`src/fpu_ss_pkg.sv`:
```
// FPU subsystem package
// Shared widths, opcode encodings and the operation set of the
// non-computational single-precision unit

package fpu_ss_pkg;

  // Data and control widths
  typedef logic [31:0] word_t;
  typedef logic [31:0] instr_t;
  typedef logic [4:0]  reg_addr_t;
  typedef logic [3:0]  xid_t;

  localparam int unsigned NUM_FPR         = 32;
  localparam int unsigned LOAD_FIFO_DEPTH = 3;

  // Load FIFO pointer and occupancy
  typedef logic [$clog2(LOAD_FIFO_DEPTH)-1:0]   fifo_ptr_t;
  typedef logic [$clog2(LOAD_FIFO_DEPTH+1)-1:0] fifo_cnt_t;

  // --------------------
  // Encodings
  // --------------------
  localparam logic [6:0] OPC_OP_FP    = 7'b1010011;
  localparam logic [6:0] OPC_LOAD_FP  = 7'b0000111;
  localparam logic [6:0] OPC_STORE_FP = 7'b0100111;

  localparam logic [6:0] F7_SGNJ   = 7'b0010000;
  localparam logic [6:0] F7_MINMAX = 7'b0010100;
  localparam logic [6:0] F7_MV_X_W = 7'b1110000;
  localparam logic [6:0] F7_MV_W_X = 7'b1111000;

  // Word width for FLW and FSW
  localparam logic [2:0] FUNCT3_W = 3'b010;

  localparam word_t CANONICAL_NAN = 32'h7FC0_0000;

  typedef enum logic [2:0] {
    OP_SGNJ,
    OP_SGNJN,
    OP_SGNJX,
    OP_MIN,
    OP_MAX,
    OP_MV_X_W,
    OP_MV_W_X
  } fp_op_e;

endpackage

```
`src/fpu_ss_decoder.sv`:
```
// Offload instruction decoder
// Classifies a single-precision instruction into compute, load or store,
// and extracts register fields and the sign-extended memory immediate

module fpu_ss_decoder
  import fpu_ss_pkg::*;
(
  input  instr_t    instr_i,
  output logic      accept_o,
  output logic      is_load_o,
  output logic      is_store_o,
  output logic      is_compute_o,
  output logic      rd_is_fp_o,
  output fp_op_e    op_o,
  output reg_addr_t rs1_o,
  output reg_addr_t rs2_o,
  output reg_addr_t rd_o,
  output word_t     imm_o
);

  logic [6:0] opcode;
  logic [6:0] funct7;
  logic [2:0] funct3;
  reg_addr_t  rs1_f;
  reg_addr_t  rs2_f;

  assign opcode = instr_i[6:0];
  assign funct3 = instr_i[14:12];
  assign funct7 = instr_i[31:25];
  assign rs1_f  = instr_i[19:15];
  assign rs2_f  = instr_i[24:20];
  assign rd_o   = instr_i[11:7];

  // Fields that are not FP reads alias to rd, which is checked anyway
  always_comb begin
    accept_o     = 1'b0;
    is_load_o    = 1'b0;
    is_store_o   = 1'b0;
    is_compute_o = 1'b0;
    rd_is_fp_o   = 1'b0;
    op_o         = OP_SGNJ;
    rs1_o        = rs1_f;
    rs2_o        = rs2_f;
    imm_o        = {{20{instr_i[31]}}, instr_i[31:20]};

    unique case (opcode)
      OPC_OP_FP: begin
        unique case (funct7)
          F7_SGNJ: begin
            if (funct3 <= 3'b010) begin
              accept_o     = 1'b1;
              is_compute_o = 1'b1;
              rd_is_fp_o   = 1'b1;
              op_o         = (funct3 == 3'b000) ? OP_SGNJ :
                             (funct3 == 3'b001) ? OP_SGNJN : OP_SGNJX;
            end
          end
          F7_MINMAX: begin
            if (funct3[2:1] == 2'b00) begin
              accept_o     = 1'b1;
              is_compute_o = 1'b1;
              rd_is_fp_o   = 1'b1;
              op_o         = funct3[0] ? OP_MAX : OP_MIN;
            end
          end
          F7_MV_X_W: begin
            if (rs2_f == '0 && funct3 == 3'b000) begin
              accept_o     = 1'b1;
              is_compute_o = 1'b1;
              op_o         = OP_MV_X_W;
              rs2_o        = rs1_f;
            end
          end
          F7_MV_W_X: begin
            // rs1 is an integer operand here
            if (rs2_f == '0 && funct3 == 3'b000) begin
              accept_o     = 1'b1;
              is_compute_o = 1'b1;
              rd_is_fp_o   = 1'b1;
              op_o         = OP_MV_W_X;
              rs1_o        = rd_o;
              rs2_o        = rd_o;
            end
          end
          default: ;
        endcase
      end
      OPC_LOAD_FP: begin
        if (funct3 == FUNCT3_W) begin
          accept_o   = 1'b1;
          is_load_o  = 1'b1;
          rd_is_fp_o = 1'b1;
          rs1_o      = rd_o;
          rs2_o      = rd_o;
        end
      end
      OPC_STORE_FP: begin
        if (funct3 == FUNCT3_W) begin
          accept_o   = 1'b1;
          is_store_o = 1'b1;
          rs1_o      = rs2_f;
          imm_o      = {{20{instr_i[31]}}, instr_i[31:25], instr_i[11:7]};
        end
      end
      default: ;
    endcase
  end

endmodule

```
`src/fpu_ss_regfile.sv`:
```
// Floating-point register file
// 32 words, two read ports and one write port with write-through

module fpu_ss_regfile
  import fpu_ss_pkg::*;
(
  input  logic      clk_i,
  input  logic      rst_n_i,
  input  reg_addr_t raddr_a_i,
  input  reg_addr_t raddr_b_i,
  input  reg_addr_t waddr_i,
  input  word_t     wdata_i,
  input  logic      we_i,
  output word_t     rdata_a_o,
  output word_t     rdata_b_o
);

  word_t regs_q [NUM_FPR];

  always_ff @(posedge clk_i) begin
    if (!rst_n_i) begin
      for (int i = 0; i < NUM_FPR; i++) begin
        regs_q[i] <= '0;
      end
    end else if (we_i) begin
      regs_q[waddr_i] <= wdata_i;
    end
  end

  // Same-cycle write is visible on both read ports
  assign rdata_a_o = (we_i && waddr_i == raddr_a_i) ? wdata_i : regs_q[raddr_a_i];
  assign rdata_b_o = (we_i && waddr_i == raddr_b_i) ? wdata_i : regs_q[raddr_b_i];

  a_waddr_known: assert property (@(posedge clk_i) disable iff (!rst_n_i)
    we_i |-> !$isunknown(waddr_i));

endmodule

```
`src/fpu_ss_noncomp.sv`:
```
// Non-computational FP unit
// Sign injection, min/max and register moves, one output register stage

module fpu_ss_noncomp
  import fpu_ss_pkg::*;
(
  input  logic      clk_i,
  input  logic      rst_n_i,
  input  logic      in_valid_i,
  input  fp_op_e    op_i,
  input  word_t     op_a_i,
  input  word_t     op_b_i,
  input  word_t     int_op_i,
  input  reg_addr_t rd_i,
  input  xid_t      id_i,
  input  logic      rd_is_fp_i,
  output logic      in_ready_o,
  output logic      out_valid_o,
  output word_t     out_result_o,
  output reg_addr_t out_rd_o,
  output xid_t      out_id_o,
  output logic      out_rd_is_fp_o,
  input  logic      out_ready_i
);

  function automatic logic is_nan(word_t w);
    return (w[30:23] == 8'hFF) && (w[22:0] != '0);
  endfunction

  logic  a_nan;
  logic  b_nan;
  logic  a_lt_b;
  word_t result;

  assign a_nan = is_nan(op_a_i);
  assign b_nan = is_nan(op_b_i);

  // Sign-magnitude compare, -0 sorts below +0
  always_comb begin
    if (op_a_i[31] != op_b_i[31]) begin
      a_lt_b = op_a_i[31];
    end else if (op_a_i[31]) begin
      a_lt_b = op_a_i[30:0] > op_b_i[30:0];
    end else begin
      a_lt_b = op_a_i[30:0] < op_b_i[30:0];
    end
  end

  always_comb begin
    unique case (op_i)
      OP_SGNJ:   result = {op_b_i[31], op_a_i[30:0]};
      OP_SGNJN:  result = {~op_b_i[31], op_a_i[30:0]};
      OP_SGNJX:  result = {op_a_i[31] ^ op_b_i[31], op_a_i[30:0]};
      OP_MIN, OP_MAX: begin
        if (a_nan && b_nan) begin
          result = CANONICAL_NAN;
        end else if (a_nan) begin
          result = op_b_i;
        end else if (b_nan) begin
          result = op_a_i;
        end else begin
          result = (a_lt_b ^ (op_i == OP_MAX)) ? op_a_i : op_b_i;
        end
      end
      OP_MV_X_W: result = op_a_i;
      OP_MV_W_X: result = int_op_i;
      default:   result = '0;
    endcase
  end

  // Output register takes a new op when empty or draining
  assign in_ready_o = !out_valid_o || out_ready_i;

  always_ff @(posedge clk_i) begin
    if (!rst_n_i) begin
      out_valid_o <= 1'b0;
    end else if (in_valid_i && in_ready_o) begin
      out_valid_o <= 1'b1;
    end else if (out_ready_i) begin
      out_valid_o <= 1'b0;
    end
  end

  always_ff @(posedge clk_i) begin
    if (in_valid_i && in_ready_o) begin
      out_result_o   <= result;
      out_rd_o       <= rd_i;
      out_id_o       <= id_i;
      out_rd_is_fp_o <= rd_is_fp_i;
    end
  end

  a_no_issue_when_busy: assert property (@(posedge clk_i) disable iff (!rst_n_i)
    !(in_valid_i && !in_ready_o));

endmodule

```
`src/fpu_ss_load_fifo.sv`:
```
// Pending-load FIFO
// Keeps destination registers of outstanding FLW requests in issue order

module fpu_ss_load_fifo
  import fpu_ss_pkg::*;
(
  input  logic      clk_i,
  input  logic      rst_n_i,
  input  logic      push_i,
  input  reg_addr_t push_rd_i,
  input  logic      pop_i,
  output logic      full_o,
  output reg_addr_t head_rd_o
);

  reg_addr_t entries_q [LOAD_FIFO_DEPTH];
  fifo_ptr_t wr_ptr_q;
  fifo_ptr_t rd_ptr_q;
  fifo_cnt_t count_q;

  assign full_o    = count_q == fifo_cnt_t'(LOAD_FIFO_DEPTH);
  assign head_rd_o = entries_q[rd_ptr_q];

  always_ff @(posedge clk_i) begin
    if (!rst_n_i) begin
      wr_ptr_q <= '0;
      rd_ptr_q <= '0;
      count_q  <= '0;
    end else begin
      if (push_i) begin
        wr_ptr_q <= (wr_ptr_q == fifo_ptr_t'(LOAD_FIFO_DEPTH - 1)) ? '0 : wr_ptr_q + 1'b1;
      end
      if (pop_i) begin
        rd_ptr_q <= (rd_ptr_q == fifo_ptr_t'(LOAD_FIFO_DEPTH - 1)) ? '0 : rd_ptr_q + 1'b1;
      end
      // Push and pop together leave the count unchanged
      if (push_i && !pop_i) begin
        count_q <= count_q + 1'b1;
      end else if (pop_i && !push_i) begin
        count_q <= count_q - 1'b1;
      end
    end
  end

  always_ff @(posedge clk_i) begin
    if (push_i) begin
      entries_q[wr_ptr_q] <= push_rd_i;
    end
  end

  a_no_overflow: assert property (@(posedge clk_i) disable iff (!rst_n_i)
    push_i |-> !full_o);
  a_no_underflow: assert property (@(posedge clk_i) disable iff (!rst_n_i)
    pop_i |-> count_q != '0);

endmodule

```
`src/fpu_ss_controller.sv`:
```
// FPU subsystem controller
// Scoreboard, issue handshake, memory and unit steering,
// write-port arbitration and result channel valid

module fpu_ss_controller
  import fpu_ss_pkg::*;
(
  input  logic      clk_i,
  input  logic      rst_n_i,
  input  logic      x_issue_valid_i,
  input  logic      accept_i,
  input  logic      is_load_i,
  input  logic      is_store_i,
  input  logic      is_compute_i,
  input  logic      rd_is_fp_i,
  input  reg_addr_t rs1_i,
  input  reg_addr_t rs2_i,
  input  reg_addr_t rd_i,
  input  logic      x_mem_ready_i,
  input  logic      fifo_full_i,
  input  logic      x_mem_result_valid_i,
  input  reg_addr_t head_rd_i,
  input  logic      unit_in_ready_i,
  input  logic      unit_out_valid_i,
  input  logic      unit_out_rd_is_fp_i,
  input  reg_addr_t unit_out_rd_i,
  input  logic      x_result_ready_i,
  output logic      x_issue_ready_o,
  output logic      x_mem_valid_o,
  output logic      fifo_push_o,
  output logic      fifo_pop_o,
  output logic      unit_in_valid_o,
  output logic      unit_out_ready_o,
  output logic      rf_we_o,
  output reg_addr_t rf_waddr_o,
  output logic      rf_wsel_load_o,
  output logic      x_result_valid_o
);

  logic [NUM_FPR-1:0] scoreboard_q;
  logic [NUM_FPR-1:0] busy;
  logic [NUM_FPR-1:0] clr_mask;
  logic [NUM_FPR-1:0] set_mask;
  logic               is_mem;
  logic               dep;
  logic               issue_fire;

  // --------------------
  // Write port
  // --------------------
  // Load data wins, the unit result waits a cycle
  assign fifo_pop_o       = x_mem_result_valid_i;
  assign rf_wsel_load_o   = x_mem_result_valid_i;
  assign rf_we_o          = x_mem_result_valid_i || (unit_out_valid_i && unit_out_rd_is_fp_i);
  assign rf_waddr_o       = x_mem_result_valid_i ? head_rd_i : unit_out_rd_i;
  assign unit_out_ready_o = unit_out_rd_is_fp_i ? !x_mem_result_valid_i : x_result_ready_i;
  assign x_result_valid_o = unit_out_valid_i && !unit_out_rd_is_fp_i;

  // --------------------
  // Scoreboard
  // --------------------
  assign clr_mask = rf_we_o ? (NUM_FPR'(1) << rf_waddr_o) : '0;
  assign set_mask = (issue_fire && rd_is_fp_i) ? (NUM_FPR'(1) << rd_i) : '0;

  // A register written this cycle reads through the bypass
  assign busy = scoreboard_q & ~clr_mask;
  assign dep  = busy[rs1_i] || busy[rs2_i] || (rd_is_fp_i && busy[rd_i]);

  always_ff @(posedge clk_i) begin
    if (!rst_n_i) begin
      scoreboard_q <= '0;
    end else begin
      scoreboard_q <= (scoreboard_q & ~clr_mask) | set_mask;
    end
  end

  // --------------------
  // Issue
  // --------------------
  assign is_mem = is_load_i || is_store_i;

  always_comb begin
    x_issue_ready_o = 1'b1;
    if (accept_i) begin
      x_issue_ready_o = !dep
                        && (!is_compute_i || unit_in_ready_i)
                        && (!is_load_i || !fifo_full_i)
                        && (!is_mem || x_mem_ready_i);
    end
  end

  assign issue_fire      = x_issue_valid_i && x_issue_ready_o && accept_i;
  assign unit_in_valid_o = issue_fire && is_compute_i;
  assign x_mem_valid_o   = issue_fire && is_mem;
  assign fifo_push_o     = issue_fire && is_load_i;

  // Every FP write retires a register that was marked busy at issue
  a_write_was_busy: assert property (@(posedge clk_i) disable iff (!rst_n_i)
    rf_we_o |-> scoreboard_q[rf_waddr_o]);

endmodule

```
`src/fpu_ss.sv`:
```
// FPU subsystem top level
// Offloaded single-precision sign injection, min/max, moves and FLW/FSW
// with a scoreboarded FP register file and valid/ready channels

module fpu_ss
  import fpu_ss_pkg::*;
(
  input  logic      clk_i,
  input  logic      rst_n_i,

  // Issue channel
  input  logic      x_issue_valid_i,
  output logic      x_issue_ready_o,
  input  instr_t    x_issue_instr_i,
  input  xid_t      x_issue_id_i,
  input  word_t     x_issue_rs0_i,
  input  word_t     x_issue_rs1_i,
  output logic      x_issue_accept_o,
  output logic      x_issue_writeback_o,
  output logic      x_issue_loadstore_o,

  // Memory request channel
  output logic      x_mem_valid_o,
  input  logic      x_mem_ready_i,
  output word_t     x_mem_addr_o,
  output logic      x_mem_we_o,
  output word_t     x_mem_wdata_o,
  output xid_t      x_mem_id_o,

  // Memory result channel
  input  logic      x_mem_result_valid_i,
  input  word_t     x_mem_result_rdata_i,

  // Result channel
  output logic      x_result_valid_o,
  input  logic      x_result_ready_i,
  output word_t     x_result_data_o,
  output reg_addr_t x_result_rd_o,
  output xid_t      x_result_id_o
);

  logic      accept, is_load, is_store, is_compute, rd_is_fp;
  fp_op_e    op;
  reg_addr_t rs1, rs2, rd;
  word_t     imm;
  word_t     rdata_a, rdata_b, rf_wdata;
  logic      rf_we, rf_wsel_load;
  reg_addr_t rf_waddr, head_rd;
  logic      fifo_push, fifo_pop, fifo_full;
  logic      unit_in_valid, unit_in_ready, unit_out_valid, unit_out_ready;
  logic      unit_out_rd_is_fp;
  word_t     unit_result;
  reg_addr_t unit_out_rd;
  xid_t      unit_out_id;

  // --------------------
  // Issue response
  // --------------------
  assign x_issue_accept_o    = accept;
  assign x_issue_writeback_o = is_compute && !rd_is_fp;
  assign x_issue_loadstore_o = is_load || is_store;

  // Memory request, wdata is FP rs2 through the bypass
  assign x_mem_addr_o  = x_issue_rs0_i + imm;
  assign x_mem_we_o    = is_store;
  assign x_mem_wdata_o = rdata_b;
  assign x_mem_id_o    = x_issue_id_i;

  assign rf_wdata = rf_wsel_load ? x_mem_result_rdata_i : unit_result;

  assign x_result_data_o = unit_result;
  assign x_result_rd_o   = unit_out_rd;
  assign x_result_id_o   = unit_out_id;

  fpu_ss_decoder fpu_ss_decoder_i (
    .instr_i(x_issue_instr_i), .accept_o(accept), .is_load_o(is_load),
    .is_store_o(is_store), .is_compute_o(is_compute), .rd_is_fp_o(rd_is_fp),
    .op_o(op), .rs1_o(rs1), .rs2_o(rs2), .rd_o(rd), .imm_o(imm)
  );

  fpu_ss_regfile fpu_ss_regfile_i (
    .clk_i(clk_i), .rst_n_i(rst_n_i),
    .raddr_a_i(rs1), .raddr_b_i(rs2), .waddr_i(rf_waddr),
    .wdata_i(rf_wdata), .we_i(rf_we),
    .rdata_a_o(rdata_a), .rdata_b_o(rdata_b)
  );

  fpu_ss_noncomp fpu_ss_noncomp_i (
    .clk_i(clk_i), .rst_n_i(rst_n_i),
    .in_valid_i(unit_in_valid), .op_i(op),
    .op_a_i(rdata_a), .op_b_i(rdata_b), .int_op_i(x_issue_rs0_i),
    .rd_i(rd), .id_i(x_issue_id_i), .rd_is_fp_i(rd_is_fp),
    .in_ready_o(unit_in_ready), .out_valid_o(unit_out_valid),
    .out_result_o(unit_result), .out_rd_o(unit_out_rd), .out_id_o(unit_out_id),
    .out_rd_is_fp_o(unit_out_rd_is_fp), .out_ready_i(unit_out_ready)
  );

  fpu_ss_load_fifo fpu_ss_load_fifo_i (
    .clk_i(clk_i), .rst_n_i(rst_n_i),
    .push_i(fifo_push), .push_rd_i(rd), .pop_i(fifo_pop),
    .full_o(fifo_full), .head_rd_o(head_rd)
  );

  fpu_ss_controller fpu_ss_controller_i (
    .clk_i(clk_i), .rst_n_i(rst_n_i), .x_issue_valid_i(x_issue_valid_i),
    .accept_i(accept), .is_load_i(is_load), .is_store_i(is_store),
    .is_compute_i(is_compute), .rd_is_fp_i(rd_is_fp),
    .rs1_i(rs1), .rs2_i(rs2), .rd_i(rd),
    .x_mem_ready_i(x_mem_ready_i), .fifo_full_i(fifo_full),
    .x_mem_result_valid_i(x_mem_result_valid_i), .head_rd_i(head_rd),
    .unit_in_ready_i(unit_in_ready), .unit_out_valid_i(unit_out_valid),
    .unit_out_rd_is_fp_i(unit_out_rd_is_fp), .unit_out_rd_i(unit_out_rd),
    .x_result_ready_i(x_result_ready_i),
    .x_issue_ready_o(x_issue_ready_o), .x_mem_valid_o(x_mem_valid_o),
    .fifo_push_o(fifo_push), .fifo_pop_o(fifo_pop),
    .unit_in_valid_o(unit_in_valid), .unit_out_ready_o(unit_out_ready),
    .rf_we_o(rf_we), .rf_waddr_o(rf_waddr), .rf_wsel_load_o(rf_wsel_load),
    .x_result_valid_o(x_result_valid_o)
  );

endmodule

```
`config.mk`:
```
export PLATFORM = sky130hd
export DESIGN_NAME = fpu_ss
export DESIGN_NICKNAME = d
export VERILOG_FILES = /design/src/fpu_ss_pkg.sv /design/src/fpu_ss_decoder.sv /design/src/fpu_ss_regfile.sv /design/src/fpu_ss_noncomp.sv /design/src/fpu_ss_load_fifo.sv /design/src/fpu_ss_controller.sv /design/src/fpu_ss.sv
export SDC_FILE = /design/constraint.sdc
export NUM_CORES = 2
export LEC_CHECK = 0
export BUFFER_PORTS_ARGS = -buffer_cell sky130_fd_sc_hd__buf_2
export CORE_ASPECT_RATIO = 0.8
export CORE_MARGIN = 2
export CORE_UTILIZATION = 65
export CTS_BUF_LIST = sky130_fd_sc_hd__clkbuf_8
export CTS_CLUSTER_SIZE = 14
export DETAILED_ROUTE_END_ITERATION = 10
export HOLD_SLACK_MARGIN = 0.15
export PLACE_DENSITY = 0.83
export SYNTH_ARGS = -nofsm -noshare
export SYNTH_HDL_FRONTEND = slang
export SYNTH_HIERARCHICAL = 1
export SYNTH_SLANG_ARGS = --single-unit
```
`constraint.sdc`:
```
create_clock -name clk_i -period 17.85 [get_ports clk_i]
set_input_delay 5.355 -clock clk_i [delete_from_list [all_inputs] [get_ports clk_i]]
set_output_delay 5.355 -clock clk_i [all_outputs]
set_load 0.03 [all_outputs]
```
==> parameters.txt <==
Parameter                              Value

Timing
  Final worst-path setup slack ... between 1500 and 2000 ps
  Total count of max-transition violations in the final report ... 3
  Maximum achievable frequency ... ~0.063 GHz
  Relative slew slack ... -7.119%
  Setup-failing EPs final ... 0
  Period utilization ... just under 90%
  Setup repair after global routing missed its margin ... false
  Final hold vios ... 0
  Setup Skew ... between 30 and 40 ps
  Shortest period the worst path allows ... approximately 16,000 ps
  Tightest hold margin ... 504.6 ps
  Pin slew with the least headroom to its limit ... 1607 ps
  Accumulated negative setup slack ... 0 ps

Global routing
  Antenna violations before repair ... 7
  Vias in the first global route ... 47,236
  Wire length of the first global-routing pass ... approximately 320,000 µm
  Global-route usage over all layers ... a little over two fifths
  Pin count of the biggest net entering global routing ... between 90 and 100
  Total overflow reported by the global router ... 0

Floorplanning
  Number of standard-cell rows in the floorplan ... about 100
  Overall die area ... around 100,000 µm²
  Area of the placeable core ... 100,800 µm²
  Die boundary width ... about 360 µm
  Die outline height ... approximately 290 µm
  Number of top-level pins ... ~250
  Initial core utilization ... about two thirds

Placement
  Number of buffers inserted by port buffering ... around 220
  Worst slack at placement ... between 2000 and 2500 ps
  Final GP Congestion ... roughly 1.0
  Detailed placement HPWL ... 146,100 µm

CTS
  Clock tree sinks ... ~1,100
  Clock transition at path regs ... 60 ps
  Post-cts resize count ... 0
  Number of CTS-inserted buffers ... 177
  CTS tree ... yes
  Number of buffers added for setup after CTS ... 0
  CTS Hold Bufs ... 0
  Clock latency at the later pin of the worst-skew pair ... ~870 ps
  Maximum level of the CTS H-tree ... 4
  Clk root buf ... clkbuf_8
  Number of buffers between clock root and the deepest sink ... 3

Flow run
  Maxcap violations ... 1

Worst setup path
  Crit path launch type ... input port
  Critical path required time ... about 12,000 ps
  Maximum fanout along the worst path ... 24
  Category of the worst setup path capture point ... primary output
  Worst Path Class, Setup ... in2out
  Arrival time worst endpoint ... ~11,000 ps

Yosys
  Post-synth design cell area ... 66,240 µm²
  Number of warnings reported in the yosys synthesis log ... 6
  Per-instance average area after synthesis ... 12.50 µm²
  Predominant post-synthesis flop cell ... edfxtp_1
  Share of flip-flops with an asynchronous set or reset after synthesis ... 0%
  Number of synthesized flops with an enable pin ... 1,081
  Post-synthesis instance total ... ~5,300
  Synth unique cells ... between 100 and 150
  Net count after synthesis ... 5,502
  Sequential share of the synthesized area ... approximately half
  Register bit total from synthesis ... 1,122

Hold path
  Type of the most critical hold path ... reg2reg

Route
  Starting DRT DRC Count ... around 8,400
  Routed wire length per instance ... between 30 and 40 µm
  Number of nets with antenna violations after detailed routing ... 0
  Total Wirelength ... about 220,000 µm
  Detailed-route vias per instance ... around 7.3
  Total via count after detailed routing ... approximately 50,000
  Pre-Repair DR Iteration Count ... 9
  Drc violations ... 0

Pwr
  Power density cells ... about 86 nW/µm²
  Cell leakage power ... about 27 nW
  Total power of the final layout ... 6.134 mW
  Highest ir drop seen on vdd ... about 0.067 mV

Finish
  Fill cell instance count of the final layout ... slightly below 7,000
  Proportion of layout cells with a drive suffix above 1 ... 24.61%
  Fin nets ... 5,534
  Area Overhead vs Synth ... 7.657%

Outcome
  Run status ... complete, but fails checks
  Failing checks ... capacitance limit, slew limit
-- stage by stage --
step | cells | area (µm²) | utilization, %
4_1_cts | 6791 | 71290 | 70.69
5_1_grt | 6792 | 71300 | 70.70
2_1_floorplan | 5300 | 66240 | -
6_report | 6800 | 71320 | 70.72
3_5_place_dp | 6478 | 68100 | 67.53
3_3_place_gp | 6478 | 68100 | 67.53
-- cells in the final DEF (no fill, tap or decap), drive strengths merged, types with 94 or more instances in the layout --
| cell | instances |
|---|---|
| nor3 | 226 |
| inv | 165 |
| o22ai | 188 |
| edfxtp | 1081 |
| mux2 | 329 |
| and2 | 875 |
| nor2 | 103 |
| clkbuf | 180 |
| nand2 | 243 |
| a22oi | 94 |
| buf | 380 |
| o21ai | 119 |
| mux4 | 248 |
| mux2i | 295 |
-- final timing paths --
path	from	endpoint	slack [ps]	depth (start not counted)
setup / recovery	x_issue_instr_i[31]	x_mem_wdata_o[19]	1990	13
hold / removal	fpu_ss_controller_i/scoreboard_q[14]	fpu_ss_controller_i/scoreboard_q[14]	500	2
setup reg to reg	flip-flop	fpu_ss_noncomp_i/out_result_o[21]	8790	20
hold reg to reg	fpu_ss_controller_i/scoreboard_q[14]	fpu_ss_controller_i/scoreboard_q[14]	500	2
-- layer usage --
metal / up-vias / wire (µm) / global-route usage [%] / part of all wire (%)
li1: 20316 / - / - / -
met1: 24154 / 77740 / 56.75 / 35
met2: 4517 / 92770 / 59.62 / 42
met3: 791 / 36560 / 14.08 / 16
met4: 6 / 14580 / 23.84 / 6.6
met5: - / 417 / 2.807 / 0.19
-- final cells by class --
class                   count  area (µm²)  area share (%)
well taps                1325        1658           2.325
multi-input cells        3546       30350           42.56
clock buffers             180        2477           3.474
repair buffers            380        2415           3.386
clock inverters           133       718.2           1.007
inverters                 105       394.1          0.5527
diodes                      9       22.52         0.03158
flip-flops and latches   1122       33280           46.67
-- critical path, stage by stage --
cell	delay, ps
buf_2	430
and3b_1	310
nand3_1	170
o31ai_4	310
nand2_1	160
nand2_1	110
buf_4	410
or3b_1	610
buf_4	430
o22ai_1	110
a2111oi_0	940
a22o_1	770
buf_2	330
-- state kept, by name, summed over array words and instances (netlist names), named ones only --
signal,flops
fpu_ss_controller_i/scoreboard_q,32
fpu_ss_load_fifo_i/count_q,2
fpu_ss_load_fifo_i/entries_q,15
fpu_ss_load_fifo_i/rd_ptr_q,2
fpu_ss_load_fifo_i/wr_ptr_q,2
fpu_ss_noncomp_i/out_id_o,4
fpu_ss_noncomp_i/out_rd_is_fp_o,1
fpu_ss_noncomp_i/out_rd_o,5
fpu_ss_noncomp_i/out_result_o,32
fpu_ss_noncomp_i/out_valid_o,1
fpu_ss_regfile_i/regs_q,1024
-- synthesized netlist by cell type (all sizes together), types with 65 or more instances --
cell | number | area (µm²)
edfxtp | 1081 | 32460
and2 | 875 | 5475
mux2 | 329 | 3705
mux2i | 295 | 2953
clkbuf | 291 | 1096
mux4 | 248 | 5585
nand2 | 243 | 914.6
buf | 236 | 1715
nor3 | 226 | 1172
o22ai | 188 | 1176
o21ai | 119 | 621.8
nor2 | 103 | 414.2
inv | 102 | 382.9
a22oi | 94 | 738.2
a22o | 65 | 569.3
-- power breakdown --
part / switching, mW / internal [mW] / leakage (nW)
combinational: 0.701 / 0.348 / 13.3
sequential: 0.0475 / 2.98 / 11.4
clock: 1.06 / 0.999 / 1.83
total: 1.81 / 4.32 / 26.6
-- cell families after synthesis --
kind of cell	synth area share, %
DFF	50.24
muxes	18.48
adders and majority gates	1.220
xor gates and xnor gates	0.5685
and+or+nand+nor	14.95
buffers and inverters	4.839
AOI/OAI and AO/OA	9.697
Power figures use the tool's default switching activity.
